===== src/common/asrm_pkg.sv =====
/*
 * shared types and encodings for the asrm core. words are fixed at 16 bits.
 * an instruction sits in the low byte of a RAM word. class-0 bytes are full
 * opcodes, so call always jumps to r3, the register its low nibble names.
 */
package asrm_pkg;

    typedef logic [15:0] word_t;     // data and address word
    typedef logic [3:0]  reg_idx_t;  // 16 registers, r0 is the working register
    typedef logic [7:0]  instr_t;

    // operand classes, high nibble of the instruction
    localparam logic [3:0] opp_load = 4'h1;  // r0 <= mem[r[n]]
    localparam logic [3:0] opp_str  = 4'h2;  // mem[r[n]] <= r0
    localparam logic [3:0] opp_set  = 4'h3;  // r0 <= n
    localparam logic [3:0] opp_mov  = 4'h4;  // r[n] <= r0
    localparam logic [3:0] opp_add  = 4'h5;
    localparam logic [3:0] opp_sub  = 4'h6;
    localparam logic [3:0] opp_and  = 4'h7;
    localparam logic [3:0] opp_xor  = 4'h8;
    localparam logic [3:0] opp_shl  = 4'h9;  // r0 <= r0 << n
    localparam logic [3:0] opp_jmp  = 4'ha;  // pc <= r[n]

    // class-0 instructions, whole byte
    localparam instr_t inst_nop  = 8'h00;
    localparam instr_t inst_push = 8'h01;  // mem[sp] <= r0, sp--
    localparam instr_t inst_pop  = 8'h02;  // r0 <= mem[sp+1], sp++
    localparam instr_t inst_call = 8'h03;  // push return pc, pc <= r3
    localparam instr_t inst_ret  = 8'h04;  // pc <= mem[sp+1], sp++
    localparam instr_t inst_halt = 8'h0f;
    // any other class-0 byte, and classes b..f, behave as nop

    typedef enum logic [1:0] {
        sp_none = 2'd0,
        sp_inc  = 2'd1,
        sp_dec  = 2'd2
    } sp_step_t;

    // one-cycle result strobe from an execution unit
    typedef struct packed {
        logic     valid;
        logic     wr_en;      // write value into r[dest]
        reg_idx_t dest;
        word_t    value;
        logic     pc_load;    // redirect pc, overrides the fetch increment
        word_t    pc_target;
    } unit_result_t;

    // memory unit result also moves the stack pointer
    typedef struct packed {
        unit_result_t res;
        sp_step_t     sp_step;
    } mem_result_t;

    // architectural view that commit hands to both units
    typedef struct packed {
        word_t r0;
        word_t r_sel;  // r[n] for the low nibble of the current instruction
        word_t pc;     // already points past the current instruction
        word_t sp;     // next free stack slot
    } core_state_t;

    // true for every instruction that owns a RAM window
    function automatic logic is_mem_instr(instr_t i);
        return i == inst_push || i == inst_pop || i == inst_call || i == inst_ret
            || i[7:4] == opp_load || i[7:4] == opp_str;
    endfunction

endpackage


===== src/asrm_addr/asrm_addr.sv =====
/*
 * owns the instruction register and the RAM port. RAM read data must be valid in
 * the cycle of the address. a memory instruction holds the bus for ram_wait >= 1
 * cycles plus one idle fetch slot. sp and pc are moved by commit, not here.
 */
`timescale 1ns/1ps

module asrm_addr
    import asrm_pkg::*;
#(
    parameter int unsigned ram_wait = 2  // bus cycles per memory access
)(
    input  logic        clk,
    input  logic        reset,
    input  core_state_t core_state,
    input  logic        pc_hold,     // from commit, low on fetch cycles
    output word_t       ram_addr,
    output word_t       ram_wdata,
    output logic        ram_we,
    input  word_t       ram_rdata,
    output instr_t      instr,
    output mem_result_t mem_res,
    output logic        halted
);

    localparam int unsigned busy_w = $clog2(ram_wait + 1);
    localparam logic [busy_w-1:0] busy_last = busy_w'(ram_wait - 1);

    logic [busy_w-1:0] busy;  // cycle index inside a memory window
    logic [3:0] opp;
    logic       is_reg_acc;   // load/str, addressed by r[n]
    logic       is_stack_wr;  // push/call, addressed by sp
    logic       is_stack_rd;  // pop/ret, addressed by sp+1
    logic       is_write;
    logic       in_window;
    logic       last_cycle;

    assign opp         = instr[7:4];
    assign is_reg_acc  = opp == opp_load || opp == opp_str;
    assign is_stack_wr = instr == inst_push || instr == inst_call;
    assign is_stack_rd = instr == inst_pop || instr == inst_ret;
    assign is_write    = opp == opp_str || is_stack_wr;
    assign in_window   = is_mem_instr(instr);
    assign last_cycle  = in_window && busy == busy_last;

    // address mux, pc whenever no data access is pending
    always_comb
    begin
        if (is_reg_acc)
            ram_addr = core_state.r_sel;
        else if (is_stack_wr)
            ram_addr = core_state.sp;          // sp is the next free slot
        else if (is_stack_rd)
            ram_addr = core_state.sp + 16'd1;  // top of stack sits one above
        else
            ram_addr = core_state.pc;
    end

    always_comb
    begin
        if (instr == inst_call)
            ram_wdata = core_state.pc;  // pc already points past the call
        else if (is_write)
            ram_wdata = core_state.r0;
        else
            ram_wdata = '0;
    end

    // single write pulse at the start of the window, address held after it
    assign ram_we = is_write && busy == '0;

    // result strobe on the last window cycle, data taken straight from RAM
    always_comb
    begin
        mem_res           = '0;
        mem_res.res.valid = last_cycle;
        mem_res.res.dest  = '0;         // loads and pops only target r0
        mem_res.res.value = ram_rdata;
        mem_res.sp_step   = sp_none;
        if (opp == opp_load || instr == inst_pop)
            mem_res.res.wr_en = 1'b1;
        if (instr == inst_call)
        begin
            mem_res.res.pc_load   = 1'b1;
            mem_res.res.pc_target = core_state.r_sel;
        end
        else if (instr == inst_ret)
        begin
            mem_res.res.pc_load   = 1'b1;
            mem_res.res.pc_target = ram_rdata;  // popped return address
        end
        if (is_stack_wr)
            mem_res.sp_step = sp_dec;
        else if (is_stack_rd)
            mem_res.sp_step = sp_inc;
    end

    always_ff @(posedge clk)
    begin
        if (!reset)
        begin
            instr  <= inst_nop;  // first edge fetches from pc 0
            busy   <= '0;        // window counter starts idle
            halted <= 1'b0;
        end
        else
        begin
            if (instr == inst_halt)
                halted <= 1'b1;  // ir keeps halt, so this sticks
            if (in_window)
            begin
                if (last_cycle)
                begin
                    busy  <= '0;
                    instr <= inst_nop;  // idle slot, next fetch uses the new pc
                end
                else
                begin
                    busy <= busy + 1'b1;
                end
            end
            else if (!pc_hold)
            begin
                if (opp == opp_jmp)
                    instr <= inst_nop;         // byte behind a jmp is off path
                else
                    instr <= ram_rdata[7:0];   // instruction in the low byte
            end
        end
    end

endmodule


===== src/asrm_alu.sv =====
/*
 * combinational unit for set, mov, arithmetic, shift and jmp.
 * strobes valid for every instruction that owns no RAM window and is not halt.
 */
`timescale 1ns/1ps

module asrm_alu
    import asrm_pkg::*;
(
    input  instr_t       instr,
    input  core_state_t  core_state,
    output unit_result_t alu_res
);

    logic [3:0] opp;
    reg_idx_t   n;
    word_t      r0;
    word_t      r_sel;

    assign opp   = instr[7:4];
    assign n     = instr[3:0];
    assign r0    = core_state.r0;
    assign r_sel = core_state.r_sel;

    always_comb
    begin
        alu_res           = '0;
        alu_res.valid     = !is_mem_instr(instr) && instr != inst_halt;
        alu_res.dest      = '0;     // r0 unless mov says otherwise
        alu_res.pc_target = r_sel;  // used by jmp only
        case (opp)
            opp_set:
            begin
                alu_res.wr_en = 1'b1;
                alu_res.value = {12'h000, n};  // zero extended immediate
            end
            opp_mov:
            begin
                alu_res.wr_en = 1'b1;
                alu_res.dest  = n;
                alu_res.value = r0;
            end
            opp_add:
            begin
                alu_res.wr_en = 1'b1;
                alu_res.value = r0 + r_sel;  // wraps at 16 bits
            end
            opp_sub:
            begin
                alu_res.wr_en = 1'b1;
                alu_res.value = r0 - r_sel;
            end
            opp_and:
            begin
                alu_res.wr_en = 1'b1;
                alu_res.value = r0 & r_sel;
            end
            opp_xor:
            begin
                alu_res.wr_en = 1'b1;
                alu_res.value = r0 ^ r_sel;
            end
            opp_shl:
            begin
                alu_res.wr_en = 1'b1;
                alu_res.value = r0 << n;  // shift count is the immediate
            end
            opp_jmp:
                alu_res.pc_load = 1'b1;
            default:
                ;  // nop and unused bytes just let pc advance
        endcase
    end

endmodule


===== src/asrm_commit.sv =====
/*
 * register file, pc and sp. applies whichever unit strobes valid on that edge;
 * the two units never strobe together. sp resets to stack_top and grows down.
 */
`timescale 1ns/1ps

module asrm_commit
    import asrm_pkg::*;
#(
    parameter word_t stack_top = 16'h00ff
)(
    input  logic         clk,
    input  logic         reset,
    input  instr_t       instr,
    input  unit_result_t alu_res,
    input  mem_result_t  mem_res,
    output core_state_t  core_state,
    output logic         pc_hold
);

    word_t        regs [16];
    word_t        pc;
    word_t        sp;
    unit_result_t res;  // the strobe being applied this cycle

    // memory unit owns the cycle while its instruction sits in ir
    assign res = alu_res.valid ? alu_res : mem_res.res;

    // pc frozen for a whole RAM window, the redirect of call/ret lands with
    // mem_res on its last cycle; halt freezes it for good
    assign pc_hold = is_mem_instr(instr) || instr == inst_halt;

    assign core_state = '{
        r0:    regs[0],
        r_sel: regs[instr[3:0]],  // read port follows the current low nibble
        pc:    pc,
        sp:    sp
    };

    always_ff @(posedge clk)
    begin
        if (!reset)
        begin
            for (int i = 0; i < 16; i++)
                regs[i] <= '0;
            pc <= '0;         // first fetch from address 0
            sp <= stack_top;
        end
        else
        begin
            if (res.valid && res.wr_en)
                regs[res.dest] <= res.value;

            // redirect beats the fetch increment
            if (res.valid && res.pc_load)
                pc <= res.pc_target;
            else if (!pc_hold)
                pc <= pc + 16'd1;

            if (mem_res.res.valid)
            begin
                case (mem_res.sp_step)
                    sp_inc:  sp <= sp + 16'd1;  // pop and ret
                    sp_dec:  sp <= sp - 16'd1;  // push and call
                    default: ;
                endcase
            end
        end
    end

endmodule


===== src/asrm_core.sv =====
/*
 * accumulator core top. RAM is external: combinational read, write at the edge
 * where ram_we is high. halted rises one cycle after halt reaches ir and holds
 * until reset.
 */
`timescale 1ns/1ps

module asrm_core
    import asrm_pkg::*;
#(
    parameter int unsigned ram_wait  = 2,          // >= 1
    parameter word_t       stack_top = 16'h00ff
)(
    input  logic  clk,
    input  logic  reset,
    output word_t ram_addr,
    output word_t ram_wdata,
    output logic  ram_we,
    input  word_t ram_rdata,
    output logic  halted
);

    instr_t       instr;       // current instruction byte
    core_state_t  core_state;
    unit_result_t alu_res;
    mem_result_t  mem_res;
    logic         pc_hold;

    // RAM traffic and the instruction register
    asrm_addr #(
        .ram_wait   (ram_wait)
    ) u_addr (
        .clk        (clk),
        .reset      (reset),
        .core_state (core_state),
        .pc_hold    (pc_hold),
        .ram_addr   (ram_addr),
        .ram_wdata  (ram_wdata),
        .ram_we     (ram_we),
        .ram_rdata  (ram_rdata),
        .instr      (instr),
        .mem_res    (mem_res),
        .halted     (halted)
    );

    asrm_alu u_alu (
        .instr      (instr),
        .core_state (core_state),
        .alu_res    (alu_res)
    );

    // architectural state, merges both strobes
    asrm_commit #(
        .stack_top  (stack_top)
    ) u_commit (
        .clk        (clk),
        .reset      (reset),
        .instr      (instr),
        .alu_res    (alu_res),
        .mem_res    (mem_res),
        .core_state (core_state),
        .pc_hold    (pc_hold)
    );

endmodule


===== config.mk =====
export PLATFORM = sky130hd
export DESIGN_NAME = asrm_core
export DESIGN_NICKNAME = d
export VERILOG_FILES = /design/src/common/asrm_pkg.sv /design/src/asrm_addr/asrm_addr.sv /design/src/asrm_alu.sv /design/src/asrm_commit.sv /design/src/asrm_core.sv
export SDC_FILE = /design/constraint.sdc
export NUM_CORES = 1
export LEC_CHECK = 0
export BUFFER_PORTS_ARGS = -buffer_cell sky130_fd_sc_hd__clkbuf_2
export CORE_UTILIZATION = 50
export CTS_BUF_LIST = sky130_fd_sc_hd__clkbuf_4
export DETAILED_ROUTE_END_ITERATION = 16
export GPL_ROUTABILITY_DRIVEN = 0
export PLACE_DENSITY = 0.66
export SLEW_MARGIN = 20
export SYNTH_ARGS = -nofsm -noshare
export SYNTH_HDL_FRONTEND = slang
export SYNTH_SLANG_ARGS = --single-unit

===== constraint.sdc =====
create_clock -name clk -period 6.35 [get_ports clk]
set_clock_uncertainty 0.15 [all_clocks]
set_input_delay 0 -clock clk [delete_from_list [all_inputs] [get_ports clk]]
set_output_delay 0 -clock clk [all_outputs]
set_load 0.05 [all_outputs]

==> run_results.csv <==
group,metric,value,unit
power_and_ir_drop,vdd_drop_max,0.560,mV
die,num_rows,66,
worst_setup_path,critPathCaptureType,"flip-flop",
clock_network,clk_latency,800,ps
clock_network,cts_setup_buffers,0,
timing,grt_setup_unrepaired,"no",
clock_network,cts_tree,"yes",
synthesis,syn_area,16900,um^2
timing,slew_violations,0,
timing,hold_viol,0,
synthesis,synth_flop_cell,"edfxtp_1",
worst_setup_path,arrival,6360,ps
die,die_area,34500,um^2
cells_and_area,utilization,0.579,
power_and_ir_drop,p_leak,6.93,nW
place,place_hpwl,35.6,mm
worst_setup_path,reg2reg_depth,18,
clock_network,root_buffer,"clkbuf_4",
worst_setup_path,crit_fanout,25,
worst_setup_path,crit_required,6690,ps
synthesis,synth_edf_count,256,
synthesis,syn-num-nets,1669,
global_routing,grt_pass1_vias,13400,
timing,fmax,166,MHz
worst_setup_path,r2r-end,"u_commit.regs[3][15]",
die,die_x,186,um
cells_and_area,multi_input_area,7770,um^2
timing,timing.setup.tns,0,ps
timing,tightest_slew,1020,ps
die,pin_count,52,
power_and_ir_drop,swShare,0.509,
routing,antenna_left,0,
synthesis,syn_area_per_cell,10.5,um^2
routing,drt_first_pass_iters,6,
global_routing,grt_overflow,0,
timing,setup_viol,0,
global_routing,antenna_found_initial,1,
synthesis,ys_warn_count,0,
timing,finalCritPeriodShare,0.948,
worst_setup_path,regToRegSetupSlack,330,ps
cells_and_area,area_growth,12.7,%
timing,period_minus_slack,6020,ps
routing,vias,14000,
synthesis,synthCells,1615,
timing,whs,198,ps
global_routing,grt_pass1_wl,78.6,mm
routing,routedWlPerCell,23.8,um
cells_and_area,n_fill_cell,2856,
synthesis,yosysUniqueCellTypes,60,
clock_network,clk_pin_slew,60,ps
worst_hold_path,hold_path_depth,5,
clock_network,ctsHoldBuffers,27,
clock_network,clk_path_buf_depth,3,
die,die_h,186,um
synthesis,ys_ff_latch,303,
routing,viasPerCell,6.34,
cells_and_area,seq_area,8630,um^2
power_and_ir_drop,powerDensity,569,nW/um^2
global_routing,grt_max_degree,59,
worst_hold_path,min_path_type,"primary input to flip-flop",
cells_and_area,layout_common_cells,"nor2_1 (349), edfxtp_1 (256), nand2_1 (155)",
global_routing,grt_util_all_layers,0.309,
power_and_ir_drop,power.switching,0.00550,W
worst_hold_path,min_from,"ram_rdata[0]",
clock_network,cts.htree.levels,3,
outcome,run_status,"complete, no violations",
place,io_buffers,51,
worst_setup_path,start_kind,"flip-flop",
timing,slew-limit-headroom,0.322,
cells_and_area,final_nets,1764,
worst_setup_path,crit_type,"flip-flop to flip-flop",
routing,drc,0,
routing,wl,52.5,mm
power_and_ir_drop,power_frac_comb,0.594,
synthesis,ys_seq_area_frac,0.511,
die,core-area,32900,um^2
power_and_ir_drop,p_seq_frac,0.245,
job,max_cap_viol_count,0,
clock_network,cts_made_buffers,80,
clock_network,ctsResizeCount,0,
die,initial_core_util,0.514,
worst_hold_path,hold_path_end,"u_addr.instr[0]",
clock_network,cts_sinks,303,
synthesis,synthArstFlopShare,0,
power_and_ir_drop,p_int,0.00532,W
cells_and_area,layout_commonest_cell,"nor2_1",
power_and_ir_drop,clockPowerShare,0.161,
cells_and_area,drive_gt1_frac,0.191,
routing,drt_iter0_markers,1505,
==> final cells by class <==
type / instances / area share
diodes: 1 / 0.000131
clock buffers: 116 / 0.0458
clock inverters: 22 / 0.00763
inverters: 18 / 0.00355
multi-input cells: 1167 / 0.408
flip-flops and latches: 303 / 0.454
well taps: 442 / 0.0291
repair buffers: 140 / 0.0521
==> power by group through the flow <==
stage / sequential, W / clock, W / combinational, W
global placement: 0.00268 / 0 / 0.00613
finish: 0.00266 / 0.00174 / 0.00643
floorplan: 0.00247 / 0 / 0.00439
global route: 0.00268 / 0.00186 / 0.00682
CTS: 0.00265 / 0.00176 / 0.00627
detailed placement: 0.00269 / 0 / 0.00621
==> synthesized netlist by cell type, drive strengths merged (5+ instances only) <==
library cell / n / area, um^2
buf: 26 / 158
clkbuf: 101 / 379
ha: 35 / 438
a221o: 5 / 50.1
a22oi: 36 / 270
mux2: 6 / 67.6
xor2: 15 / 131
a21oi: 66 / 330
edfxtp: 256 / 7690
and2: 8 / 50.1
nor3: 18 / 90.1
mux2i: 38 / 380
o211ai: 6 / 45.0
nand2: 155 / 582
or3: 11 / 68.8
and3: 28 / 175
nor4: 6 / 43.8
a31oi: 14 / 87.6
o21ai: 90 / 450
o21a: 5 / 37.5
nand2b: 10 / 62.6
nand3: 42 / 210
o22ai: 18 / 113
nor2: 349 / 1310
inv: 18 / 67.6
mux4: 66 / 1490
dfxtp: 47 / 941
a221oi: 22 / 210
a21boi: 7 / 52.6
xnor2: 27 / 236
nand3b: 11 / 82.6
nor2b: 22 / 138
a21o: 10 / 75.1
a211oi: 5 / 37.5
a222oi: 12 / 120
==> through the flow <==
step | setup slack (ps) | area, um^2 | power (W) | instances
after global routing | 40.3 | 19000 | 0.0114 | 2209
after floorplan | 951 | 16900 | 0.00686 | 1615
after CTS | 407 | 19000 | 0.0107 | 2208
final | 333 | 19000 | 0.0108 | 2209
after global placement | 482 | 17700 | 0.00882 | 2043
after detailed placement | 428 | 17700 | 0.00890 | 2043
==> registers in the layout (all words and copies together), names as in the netlist, named ones only <==
| register | flops |
|---|---|
| u_commit.regs | 256 |
| u_commit.pc | 16 |
| u_commit.sp | 16 |
| u_addr.instr | 8 |
| u_addr.busy | 2 |
| u_addr.halted | 1 |
==> layer usage <==
| layer | track usage | up-vias | wire (um) |
|---|---|---|---|
| li1 | - | 6186 | - |
| met4 | 0.143 | 0 | 2170 |
| met5 | 0 | - | 0 |
| met2 | 0.486 | 842 | 24200 |
| met1 | 0.409 | 6826 | 20700 |
| met3 | 0.0661 | 147 | 5430 |
==> worst max-delay path by stage <==
stage / from / slack (ps) / to / cells past startpoint
2_1_floorplan: flip-flop / 950 / u_commit.regs[0][14] / 21
3_3_place_gp: flip-flop / 480 / u_commit.regs[5][15] / 18
3_5_place_dp: flip-flop / 430 / u_commit.regs[11][15] / 18
4_1_cts: flip-flop / 410 / u_commit.regs[3][15] / 18
5_1_grt: flip-flop / 40 / u_commit.regs[0][15] / 18
6_report: flip-flop / 330 / u_commit.regs[3][15] / 18
==> logic make-up after synthesis <==
group | Yosys count | synth area share
adders and majority gates | 36 | 0.0271
AOI/OAI and AO/OA | 314 | 0.121
and+or+nand+nor | 665 | 0.169
buffers and inverters | 145 | 0.0358
xor gates and xnor gates | 42 | 0.0218
muxes | 110 | 0.115
DFF | 303 | 0.511
==> worst max-delay path, cell delays in order, from the launching register on <==
cell	delay, ps
dfxtp_2	630
buf_4	480
nor2_1	260
a221oi_1	580
nor2_1	80
o21ai_1	750
nor2_1	100
o21ai_0	220
xnor2_1	110
ha_1	400
a21o_1	190
a21o_1	170
a221o_1	390
a221o_1	330
a21oi_1	180
xnor2_1	130
a221oi_4	230
buf_4	280
nor2_1	70
Power figures use the tool's default switching activity.
